## src/logic/mmio_pkg.sv

```systemverilog
package mmio_pkg;

    localparam int xlen = 32;

    localparam int ram_words = 1024;
    localparam int ram_bytes = ram_words * 4;

    //////////////////////////////////////////////////
    // Address map
    //////////////////////////////////////////////////

    // Addresses that miss every device window go to the RAM.
    localparam logic [xlen-1:0] uart_tx_base = 32'h1000_0000;
    localparam logic [xlen-1:0] uart_rx_base = 32'h1000_0010;
    localparam logic [xlen-1:0] timer_base   = 32'h0200_0000;

    // Clocks per UART bit.
    localparam int uart_divisor  = 4;
    localparam int uart_div_bits = $clog2(uart_divisor);

    typedef enum logic [1:0] {
        none,
        access_fault,
        misaligned
    } err_kind;

endpackage
```

## src/logic/timer_port.sv

```systemverilog
module timer_port (
    input  logic                        clk,
    input  logic                        reset,
    input  logic                        req_valid,
    output logic                        req_ready,
    input  logic [3:0]                  req_addr,
    input  logic                        req_wen,
    input  logic [mmio_pkg::xlen-1:0]   req_wdata,
    output logic                        resp_valid,
    output logic [mmio_pkg::xlen-1:0]   resp_rdata,
    output logic                        mti_pending
);

    logic [63:0] mtime;
    logic [63:0] mtimecmp;

    assign req_ready   = 1'b1;
    assign mti_pending = (mtime >= mtimecmp);

    // A write to a time half overrides the increment for that half only.
    always_ff @(posedge clk) begin
        if (reset) begin
            mtime    <= '0;
            mtimecmp <= '1;
        end else begin
            mtime <= mtime + 64'd1;
            if (req_valid && req_wen) begin
                case (req_addr)
                    4'h0:    mtime[31:0]     <= req_wdata;
                    4'h4:    mtime[63:32]    <= req_wdata;
                    4'h8:    mtimecmp[31:0]  <= req_wdata;
                    4'hc:    mtimecmp[63:32] <= req_wdata;
                    default: ;
                endcase
            end
        end
    end

    always_ff @(posedge clk) begin
        if (reset)
            resp_valid <= 1'b0;
        else
            resp_valid <= req_valid;
    end

    always_ff @(posedge clk) begin
        if (req_valid) begin
            case (req_addr)
                4'h0:    resp_rdata <= mtime[31:0];
                4'h4:    resp_rdata <= mtime[63:32];
                4'h8:    resp_rdata <= mtimecmp[31:0];
                4'hc:    resp_rdata <= mtimecmp[63:32];
                default: resp_rdata <= '0;
            endcase
        end
    end

endmodule

```

## config.mk

```make
export PLATFORM = sky130hd
export DESIGN_NAME = timer_port
export DESIGN_NICKNAME = d
export VERILOG_FILES = /design/src/logic/mmio_pkg.sv /design/src/logic/timer_port.sv
export SDC_FILE = /design/constraint.sdc
export NUM_CORES = 1
export LEC_CHECK = 0
export BUFFER_PORTS_ARGS = -buffer_cell sky130_fd_sc_hd__buf_4
export CORE_UTILIZATION = 50
export DETAILED_ROUTE_END_ITERATION = 8
export PLACE_DENSITY = 0.69
export SLEW_MARGIN = 20
export SYNTH_ARGS = -nofsm -noshare
export SYNTH_HDL_FRONTEND = slang
export SYNTH_SLANG_ARGS = --single-unit
```

## constraint.sdc

```tcl
create_clock -name clk -period 2.6 [get_ports clk]
set_clock_uncertainty 0.15 [all_clocks]
set_input_delay 0.26 -clock clk [delete_from_list [all_inputs] [get_ports clk]]
set_output_delay 0.26 -clock clk [all_outputs]
set_load 0.005 [all_outputs]
```

==> qor.csv, run 1 <==
stage,metric,value,unit
placed_design,place_ws,-0.01527,ns
worst_setup_path,cp-end-kind,output pin,
final_layout,final_cell_area,11110,µm²
cts,root_buffer,clkbuf_16,
outcome,violations,setup timing,
logic_synthesis,ys_ff_latch,161,
logic_synthesis,synth_cell_types,50,
logic_synthesis,yosys_warnings,0,
detailed_routing,wl,24.15,mm
worst_setup_path,crit_buf_inv,2,
detailed_routing,postRouteAntennaNets,0,
grt,antenna_found_initial,0,
grt,grt_max_degree,65,
worst_setup_path,cp_cell_sequence,inv_2 -> ha_4 -> a211o_1 -> a31oi_2 -> nor3_2 -> o311a_1 -> nor4_2 -> o21ai_2 -> buf_4,
logic_synthesis,async_flop_share,0,%
floorplanning,dieHeight,134.9,µm
pwr,peakVddDrop,0.4472,mV
pwr,p_leak,0.004875,µW
worst_setup_path,timing.rr.start,mtime[10],
placed_design,gp_congestion,0.8293,
cts,cts.sinks,161,
detailed_routing,wire_per_inst,17.94,µm
worst_setup_path,crit_required,2.19,ns
grt,first_global_vias,7410,
grt,grt-ovfl-total,0,
logic_synthesis,mappedNetlistArea,8832,µm²
logic_synthesis,yosysSeqAreaShare,40.12,%
pwr,total_power,5474,µW
worst_setup_path,max_stage_delay,0.33,ns
sta,final-setup-viol-count,1,
sta,finalSetupTns,-0.2170,ns
cts,ctsLongestPathBuffers,2,
sta,finalMaxSlewViolations,0,
detailed_routing,dr.first_iter.drc_count,553,
floorplanning,num_rows,48,
sta,rsz0062_at_grt,true,
floorplanning,die_x,134.9,µm
logic_synthesis,synth_top_cell_by_area,dfxtp_1,
grt,grt_pass1_wl,38.76,mm
logic_synthesis,yosys.cell_count.top_type,nor2_1,
cts,htree_levels,4,
logic_synthesis,synth_ff_type,dfxtp_1,
placed_design,placed_cell_area,10050,µm²
floorplanning,die_area,18200,µm²
worst_setup_path,cp_max_fo,2,
logic_synthesis,synth_edf_count,32,
grt,grt_usage,27.68,%
final_layout,diodes,0,
cts,clkTransAtPathRegs,0.06,ns
worst_setup_path,worst-path-stages,9,
worst_setup_path,ff2ff_path_depth,8,
logic_synthesis,syn_nets,1071,
worst_setup_path,slowest_stage,dfxtp_2,
detailed_routing,vias,7752,
cts,worstSkewPairLatency,0.44,ns
worst_setup_path,r2r_slack,0.23,ns
placed_design,placed_cells,1277,
sta,fin_crit,2.817,ns
worst_hold_path,hold_path.class,primary input to flop,
final_layout,nets,1214,
worst_setup_path,crit_arrival,2.41,ns
final_layout,drive_gt1_share,20.87,%
pwr,powerDensity,492.5,nW/µm²
worst_setup_path,r2r_end,mtime[41],
worst_setup_path,endpoint,mti_pending,
sta,worst_slack,-0.2170,ns
worst_setup_path,crit_path_start_kind,flop,
placed_design,hpwl,16.06,mm
sta,hold_viol_final,0,
detailed_routing,drtPass1Iterations,5,
logic_synthesis,synth_top_area_share,29.24,%
logic_synthesis,synth_commonest_cells,"146 x nor2_1, 129 x dfxtp_1, 79 x inv_1, 65 x a211o_1, 65 x ha_1",
sta,timing.fmax,0.3550,GHz
job,maxCapViolations,0,
final_layout,finalNonFillerCells,1346,
outcome,outcome,"finished, violations left",
floorplanning,start_util,51.06,%
worst_setup_path,worstSetupPathType,flop to output pin,
cts,cts_inserted_buffers,17,
detailed_routing,vias_per_cell,5.759,
worst_setup_path,crit_family,compound AO/OA/AOI/OAI gates,
sta,slew_headroom,53.20,%
placed_design,io_buffers,73,
sta,worst_slew_pin_slew,0.7020,ns
final_layout,syn_to_final_growth,25.84,%
logic_synthesis,avgSynthCellArea,9.143,µm²
detailed_routing,drc,0,
worst_setup_path,startpoint,mtimecmp[2],
logic_synthesis,synth_cells,966,
cts,cts_tree,yes,
logic_synthesis,synth_area_leaders,"dfxtp_1 29%, edfxtp_1 11%, ha_1 9.2%, a211o_1 6.4%, nor2_1 6.2%",
floorplanning,fp.coreArea,17300,µm²
sta,period_share,108.3,%
floorplanning,pin_count,75,
==> logic make-up after synthesis <==
kind of cell	count (synthesis)	synth area share [%]
compound gates	245	22.28
xor+xnor	57	5.652
fa+ha+maj	65	9.208
buf+inv	139	6.092
flops	161	40.12
mux	1	0.1133
other cells	1	0.04246
simple gates	297	16.49
==> registers in the layout, indices dropped and copies added (netlist names) <==
name,count
mtime,64
mtimecmp,64
resp_rdata,32
resp_valid,1
==> what timing repair did <==
action                                 4_1_cts  5_1_grt
buffers inserted                             6        1
pin swaps                                   14        4
endpoints found under the hold margin      110        0
hold buffers                                32        0
setup endpoints to repair                    1        2
cloned                                       0        0
gates resized for setup                     23       11
==> report_power, final <==
part / internal [µW] / total, µW / leakage (µW) / switching, µW
clock network: 1380 / 2410 / 0.000271 / 1030
logic: 203 / 417 / 0.00323 / 214
registers: 2610 / 2640 / 0.00137 / 32.5
==> layout by cell type, fill, tap and decap left out, drive strengths merged, types with 35 or more instances in the layout <==
cell / synthesis / final
nor2: 146 / 146
a211o: 65 / 65
ha: 65 / 65
dfxtp: 129 / 129
buf: 10 / 152
nand2: 35 / 35
a211oi: 62 / 62
xnor2: 39 / 39
inv: 79 / 80
==> how the worst min path moves through the flow <==
stage                        startpoint            end  slack (ns)  cells after the start
after floorplan               req_valid  resp_rdata[0]        0.22                      0
after global placement    req_wdata[26]   mtimecmp[26]        0.35                      2
after detailed placement  req_wdata[20]   mtimecmp[20]        0.35                      2
after global routing              reset     resp_valid        0.22                      2
after CTS                         reset     resp_valid        0.19                      2
final                             reset     resp_valid        0.20                      2
==> final cells by class <==
cell class	instances	area, µm²
tap	225	281.5
clock inverter	10	86.33
inverter	79	296.5
clock buffer	21	470.5
fill	1477	6182
timing repair buffer	184	1511
multi-input combinational	666	4912
sequential	161	3556
==> worst register-to-register path, stage by stage, from the launching register on <==
cell	delay [ns]
dfxtp_1	0.52
nand4_4	0.18
nor4_4	0.27
buf_4	0.22
nand3_2	0.10
buf_4	0.18
nor4_1	0.32
xnor2_1	0.10
a211oi_1	0.24
==> through the flow <==
stage / hold WS, ns / util [%]
after global routing: 0.2213 / 64.26
after detailed placement: 0.3509 / 58.08
after floorplan: 0.2225 / -
after global placement: 0.3462 / 58.08
after CTS: 0.1903 / 63.94
final: 0.2014 / 64.26
==> metal layers <==
layer | global-route usage [%] | part of all wire [%]
met1 | 36.13 | 46
met2 | 45.59 | 47
met3 | 5.255 | 4.8
met4 | 9.800 | 2.0
met5 | 0 | 0
Note: power is estimated with default switching activity, not from simulation.
==> inputs of run 2 (changes only) <==
--- a/config.mk
+++ b/config.mk
@@ -6,9 +6,11 @@
 export NUM_CORES = 1
 export LEC_CHECK = 0
 export BUFFER_PORTS_ARGS = -buffer_cell sky130_fd_sc_hd__buf_4
-export CORE_UTILIZATION = 50
+export CELL_PAD_IN_SITES_DETAIL_PLACEMENT = 0
+export CELL_PAD_IN_SITES_GLOBAL_PLACEMENT = 1
+export CORE_UTILIZATION = 47
 export DETAILED_ROUTE_END_ITERATION = 8
-export PLACE_DENSITY = 0.69
+export PLACE_DENSITY_LB_ADDON = 0.1
 export SLEW_MARGIN = 20
 export SYNTH_ARGS = -nofsm -noshare
 export SYNTH_HDL_FRONTEND = slang
==> run 2 against run 1 <==
Against the previous run: largest cell class unchanged; the run ends with DRC, setup timing left; critical path depth is the same; first-iteration DRC count shrank 9.9%; die area grew 6.3%; sequential power is essentially flat; via count shrank 0.31%.
==> qor.csv, run 2 (same netlist as run 1, synthesis figures left out) <==
stage,metric,value,unit,change
grt,grt-ovfl-total,0,,unchanged
placed_design,placed_cells,1290,,+1.0%
final_layout,nets,1219,,+0.41%
sta,fin_crit,2.807,ns,-0.009842 ns
cts,cts_inserted_buffers,17,,unchanged
cts,root_buffer,clkbuf_16,,
sta,worst_slack,-0.2071,ns,+0.009842 ns
cts,cts_tree,yes,,
worst_setup_path,max_stage_delay,0.34,ns,about the same
worst_setup_path,cp_max_fo,2,,unchanged
floorplanning,dieHeight,139.1,µm,+3.1%
final_layout,diodes,0,,unchanged
cts,cts.sinks,161,,unchanged
outcome,violations,"DRC, setup timing",,
sta,timing.fmax,0.3562,GHz,+0.35%
placed_design,placed_cell_area,10140,µm²,+0.97%
cts,htree_levels,4,,unchanged
pwr,power.switching,1355,µW,+6.0%
detailed_routing,postRouteAntennaNets,0,,unchanged
placed_design,gp_congestion,0.8112,,-2.2%
sta,rsz0062_at_grt,true,,
detailed_routing,route.met2.wl,12.06,mm,+6.0%
worst_setup_path,crit_path_start_kind,flop,,
detailed_routing,route.met3.wl,1.100,mm,-5.1%
cts,worstSkewPairLatency,0.44,ns,about the same
final_layout,mostFrequentLayoutCell,buf_4,,
final_layout,utilization,62.19,%,-2.1 points
cts,ctsLongestPathBuffers,2,,unchanged
detailed_routing,wl_met1,11.72,mm,+5.4%
detailed_routing,drtPass1Iterations,7,,+2
pwr,pwr-share-comb,7.6,%,about the same
floorplanning,pin_count,75,,unchanged
detailed_routing,drc,3,,+3
worst_setup_path,slowest_stage,dfxtp_2,,
worst_setup_path,crit_family,compound AO/OA/AOI/OAI gates,,
cts,clkTransAtPathRegs,0.07,ns,about the same
detailed_routing,vias_per_cell,5.699,,-1.0%
final_layout,reg.largest.list,"mtime x64, mtimecmp x64, resp_rdata x32",,
sta,hold_viol_final,0,,unchanged
floorplanning,fp.coreArea,18210,µm²,+5.3%
detailed_routing,wl,25.19,mm,+4.3%
sta,worst_slew_pin_slew,0.7689,ns,+0.06690 ns
pwr,intPower,4279,µW,+2.0%
final_layout,fillers,1590,,+7.7%
detailed_routing,top_layer_used,met4,,
worst_setup_path,cp_cell_sequence,inv_2 -> ha_4 -> a211o_1 -> a31oi_2 -> nor3_2 -> o311a_4 -> nor4_4 -> o21ai_2 -> buf_4,,
worst_setup_path,worstSetupPathType,flop to output pin,,
grt,grt_max_degree,65,,unchanged
worst_setup_path,crit_buf_inv,2,,unchanged
worst_hold_path,hold_path.class,primary input to flop,,
detailed_routing,vias,7728,,-0.31%
sta,final-setup-viol-count,1,,unchanged
worst_setup_path,crit_required,2.19,ns,about the same
pwr,peakVddDrop,0.4200,mV,-6.1%
final_layout,final_cell_mix,"151 x buf_4, 144 x nor2_1, 109 x dfxtp_1, 72 x inv_1, 65 x a211o_1",,
final_layout,drive_gt1_share,23.16,%,+2.3 points
pwr,p_leak,0.004873,µW,about the same
placed_design,hpwl,16.86,mm,+4.9%
detailed_routing,wire_per_inst,18.58,µm,+3.6%
outcome,outcome,"finished, violations left",,
detailed_routing,dr.first_iter.drc_count,498,,-9.9%
grt,first_global_vias,7495,,+1.1%
final_layout,syn_to_final_growth,28.22,%,
pwr,total_power,5634,µW,+2.9%
floorplanning,start_util,48.51,%,-2.6 points
placed_design,io_buffers,73,,unchanged
sta,finalMaxSlewViolations,0,,unchanged
pwr,powerDensity,497.5,nW/µm²,+1.0%
sta,finalSetupTns,-0.2071,ns,+0.009842 ns
sta,period_share,108.0,%,-0.38 points
final_layout,final_cell_area,11320,µm²,+1.9%
pwr,swShare,24.05,%,+0.71 points
final_layout,finalNonFillerCells,1356,,+0.74%
job,maxCapViolations,0,,unchanged
pwr,seqPwrFrac,46.9,%,-1.4 points
floorplanning,num_rows,49,,+2.1%
floorplanning,die_area,19340,µm²,+6.3%
worst_setup_path,crit_arrival,2.40,ns,about the same
sta,slew_headroom,48.74,%,-4.5 points
grt,grt_usage,27.15,%,-0.53 points
grt,antenna_found_initial,0,,unchanged
grt,grt_pass1_wl,41.18,mm,+6.2%
floorplanning,die_x,139.1,µm,+3.1%
pwr,clkPwrFrac,45.5,%,+1.4 points
worst_setup_path,cp-end-kind,output pin,,
run 2: per-stage QoR:
step                hold slack [ns]  setup WS, ns
floorplan                    0.2225        0.3917
global placement             0.3448       0.01476
detailed placement           0.3494      -0.01911
CTS                         0.05316       -0.1818
global route                0.05644       -0.2938
finish                      0.06672       -0.2071
run 2: worst paths after layout:
| path | start | end | slack [ns] | depth (start not counted) |
|---|---|---|---|---|
| setup / recovery | mtimecmp[2] | mti_pending | -0.21 | 9 |
| hold / removal | req_valid | resp_rdata[18] | 0.07 | 1 |
| hold reg to reg | mtimecmp[34] | resp_rdata[2] | 0.40 | 1 |
| setup reg to reg | mtime[16] | mtime[52] | 0.16 | 6 |
run 2: routing by layer:
metal	vias to the layer above	track usage [%]
li1	3836	-
met1	3665	37.08
met2	207	45.30
met3	20	3.073
met4	0	7.544
met5	-	0
run 2: final cells by class:
cell class                 count  area, µm²  share of cell area [%]
multi-input combinational    666       5006                   44.21
sequential                   161       3568                   31.51
timing repair buffer         189       1574                   13.90
clock buffer                  19      442.9                   3.911
inverter                      79      296.5                   2.618
tap                          229      286.5                   2.530
clock inverter                13      150.1                   1.326
run 2: repair_timing:
action,CTS,global route
hold endpoints to repair,108,0
hold buffers,32,0
pin swaps,19,3
gates resized for setup,51,7
endpoints found under the setup margin,1,3
buffers inserted,3,0
run 2: power groups by stage:
stage | clock, µW | sequential [µW] | combinational (µW)
after floorplan | 0 | 2700 | 154
after global placement | 0 | 2690 | 380
after detailed placement | 0 | 2700 | 381
after CTS | 2610 | 2640 | 427
after global routing | 2710 | 2650 | 466
final | 2560 | 2640 | 428
==> inputs of run 3 (changes only) <==
--- a/config.mk
+++ b/config.mk
@@ -6,9 +6,9 @@
 export NUM_CORES = 1
 export LEC_CHECK = 0
 export BUFFER_PORTS_ARGS = -buffer_cell sky130_fd_sc_hd__buf_4
-export CELL_PAD_IN_SITES_DETAIL_PLACEMENT = 0
-export CELL_PAD_IN_SITES_GLOBAL_PLACEMENT = 1
-export CORE_UTILIZATION = 47
+export CELL_PAD_IN_SITES_DETAIL_PLACEMENT = 1
+export CELL_PAD_IN_SITES_GLOBAL_PLACEMENT = 2
+export CORE_UTILIZATION = 38
 export DETAILED_ROUTE_END_ITERATION = 8
 export PLACE_DENSITY_LB_ADDON = 0.1
 export SLEW_MARGIN = 20
==> run 3 against run 2 <==
Against the previous run: the flow finishes with violations (setup timing); combinational power up 0.9%; sequential share of layout area decreased by 0.21 points; power increased by 1.9%; via count up 1.9%; flip-flop and latch count did not move; non-clock buffer count up 5; design area up 0.45%; count of clock-buffer cells in the layout up 3.
==> qor.csv, run 3 (same netlist as run 1, synthesis figures left out) <==
stage,metric,value,unit,change
outcome,outcome,"finished, violations left",,
outcome,violations,setup timing,,
detailed_routing,wl,28.68,mm,+14%
sta,period_share,109.0,%,+1.1 points
pwr,powerDensity,504.6,nW/µm²,+1.4%
grt,first_global_vias,8170,,+9.0%
worst_hold_path,hold_path.class,primary input to flop,,
cts,htree_levels,4,,unchanged
grt,grt-ovfl-total,0,,unchanged
sta,hold_viol_final,0,,unchanged
cts,cts_tree,yes,,
floorplanning,dieHeight,154.5,µm,+11%
floorplanning,num_rows,55,,+12%
floorplanning,fp.coreArea,22710,µm²,+25%
pwr,clkPwrFrac,46.4,%,+0.9 points
worst_setup_path,cp-end-kind,output pin,,
final_layout,multiInputGateArea,4966,µm²,-0.80%
grt,grt_max_degree,64,,-1.5%
detailed_routing,dr.first_iter.drc_count,427,,-14%
pwr,intPower,4378,µW,+2.3%
floorplanning,start_util,38.89,%,-9.6 points
floorplanning,die_x,154.5,µm,+11%
worst_setup_path,startpoint,mtimecmp[5],,
worst_setup_path,cp_max_fo,2,,unchanged
final_layout,final_cell_mix,"157 x buf_4, 144 x nor2_1, 115 x dfxtp_1, 76 x inv_1, 65 x a211o_1",,
cts,clkTransAtPathRegs,0.07,ns,about the same
cts,cts_inserted_buffers,17,,unchanged
sta,finalSetupTns,-0.2346,ns,-0.02751 ns
sta,worst_slew_pin_slew,0.7816,ns,+0.01270 ns
worst_setup_path,crit_arrival,2.42,ns,+0.02 ns
worst_setup_path,r2r_end,mtime[41],,
pwr,seqPwrFrac,46.1,%,-0.8 points
detailed_routing,vias_per_cell,5.562,,-2.4%
floorplanning,pin_count,75,,unchanged
final_layout,drive_gt1_share,22.19,%,-0.97 points
worst_setup_path,slowest_stage,o311a_4,,
sta,worst_slack,-0.2346,ns,-0.02751 ns
final_layout,finalNonFillerCells,1416,,+4.4%
floorplanning,die_area,23860,µm²,+23%
sta,final-setup-viol-count,1,,unchanged
sta,timing.fmax,0.3528,GHz,-0.97%
pwr,pwr-share-comb,7.5,%,about the same
worst_setup_path,crit_path_start_kind,flop,,
final_layout,reg.largest.list,"mtime x64, mtimecmp x64, resp_rdata x32",,
worst_setup_path,timing.rr.start,mtime[24],,
grt,grt_pass1_wl,45.74,mm,+11%
final_layout,diodes,0,,unchanged
cts,cts.sinks,161,,unchanged
sta,rsz0062_at_grt,true,,
job,maxCapViolations,0,,unchanged
worst_setup_path,cp_cell_sequence,inv_1 -> ha_1 -> a21o_1 -> a21oi_1 -> nor2b_1 -> o311a_4 -> nor4_4 -> o21ai_2 -> buf_4,,
sta,finalMaxSlewViolations,0,,unchanged
worst_setup_path,crit_required,2.19,ns,about the same
detailed_routing,wire_per_inst,20.25,µm,+9.0%
grt,grt_usage,24.93,%,-2.2 points
detailed_routing,drc,0,,-3
pwr,swShare,23.74,%,-0.31 points
cts,root_buffer,clkbuf_16,,
worst_setup_path,worst-path-stages,9,,unchanged
final_layout,mostFrequentLayoutCell,buf_4,,
cts,ctsLongestPathBuffers,2,,unchanged
placed_design,io_buffers,73,,unchanged
pwr,peakVddDrop,0.3322,mV,-21%
final_layout,syn_to_final_growth,28.80,%,
placed_design,hpwl,19.57,mm,+16%
cts,worstSkewPairLatency,0.44,ns,about the same
final_layout,nets,1224,,+0.41%
worst_setup_path,worstSetupPathType,flop to output pin,,
detailed_routing,vias,7876,,+1.9%
pwr,power.switching,1363,µW,+0.56%
placed_design,placed_cells,1352,,+4.8%
final_layout,fillers,2601,,+64%
worst_setup_path,r2r_slack,0.13,ns,-0.03 ns
final_layout,seqCellArea,3561,µm²,-0.21%
placed_design,gp_congestion,0.8051,,-0.75%
worst_setup_path,ff2ff_path_depth,8,,+2
grt,antenna_found_initial,0,,unchanged
worst_setup_path,max_stage_delay,0.37,ns,+0.03 ns
pwr,p_leak,0.004943,µW,+1.5%
worst_hold_path,worstHoldStart,req_valid,,
sta,slew_headroom,47.89,%,-0.85 points
worst_setup_path,crit_buf_inv,2,,unchanged
detailed_routing,postRouteAntennaNets,0,,unchanged
detailed_routing,drtPass1Iterations,4,,-3
worst_setup_path,crit_family,compound AO/OA/AOI/OAI gates,,
sta,fin_crit,2.835,ns,+0.02751 ns
worst_setup_path,endpoint,mti_pending,,
run 3: cell count changes in the layout (fill, tap and decap cells not counted), sizes merged:
cell | before | now
buf | 157 | 162
clkbuf | 19 | 22
bufinv | 2 | 3
clkinv | 4 | 3
inv | 84 | 80
run 3: through the flow:
stage / cell area, µm² / total power [µW] / util, % / setup slack (ns) / hold WS, ns
2_1_floorplan: 8832 / 2856 / - / 0.3917 / 0.2225
3_3_place_gp: 10250 / 3081 / 45.12 / -0.004392 / 0.3466
3_5_place_dp: 10250 / 3088 / 45.12 / -0.05817 / 0.3500
4_1_cts: 11240 / 5778 / 49.52 / -0.2325 / 0.04906
5_1_grt: 11380 / 5924 / 50.09 / -0.3665 / 0.04658
6_report: 11380 / 5740 / 50.09 / -0.2346 / 0.06015
run 3: worst min-delay path by stage:
stage / end / slack (ns) / depth (start not counted)
final: resp_rdata[18] / 0.06 / 1
after global routing: resp_rdata[18] / 0.05 / 1
after CTS: resp_rdata[18] / 0.05 / 1
after detailed placement: mtimecmp[26] / 0.35 / 2
after global placement: mtimecmp[60] / 0.35 / 2
after floorplan: resp_rdata[0] / 0.22 / 0
run 3: area by class of cell:
type | instances | share of cell area (%)
Clock inverter | 9 | 1.166
Clock buffer | 22 | 4.081
Timing Repair Buffer | 194 | 14.06
Multi-Input combinational cell | 666 | 43.65
Sequential cell | 161 | 31.30
Tap cell | 285 | 3.135
Inverter | 79 | 2.607
run 3: worst reg2reg max path, stage by stage (launching register included):
cell and delay, ns:
dfxtp_1 0.48, and4_2 0.36, nor4b_2 0.26, buf_4 0.19, nand3_2 0.07, buf_4 0.20
nor4_1 0.35, xnor2_1 0.11, a211oi_1 0.22
run 3: metal layers:
layer	wire length [µm]	global-route usage, %
met3	778	3.390
met4	265	5.516
met1	13670	33.18
met5	0	0
met2	13960	42.81
run 3: what timing repair did:
item	4_1_cts	5_1_grt
pin swaps	13	10
hold buffers	32	0
setup buffers	2	0
setup endpoints to repair	1	8
endpoints found under the hold margin	100	0
resized for setup	18	28
run 3: power by group through the flow:
stage | clock network [µW] | registers, µW | logic (µW)
2_1_floorplan | 0 | 2700 | 154
3_3_place_gp | 0 | 2690 | 387
3_5_place_dp | 0 | 2700 | 391
4_1_cts | 2700 | 2640 | 434
5_1_grt | 2800 | 2650 | 472
6_report | 2660 | 2640 | 432
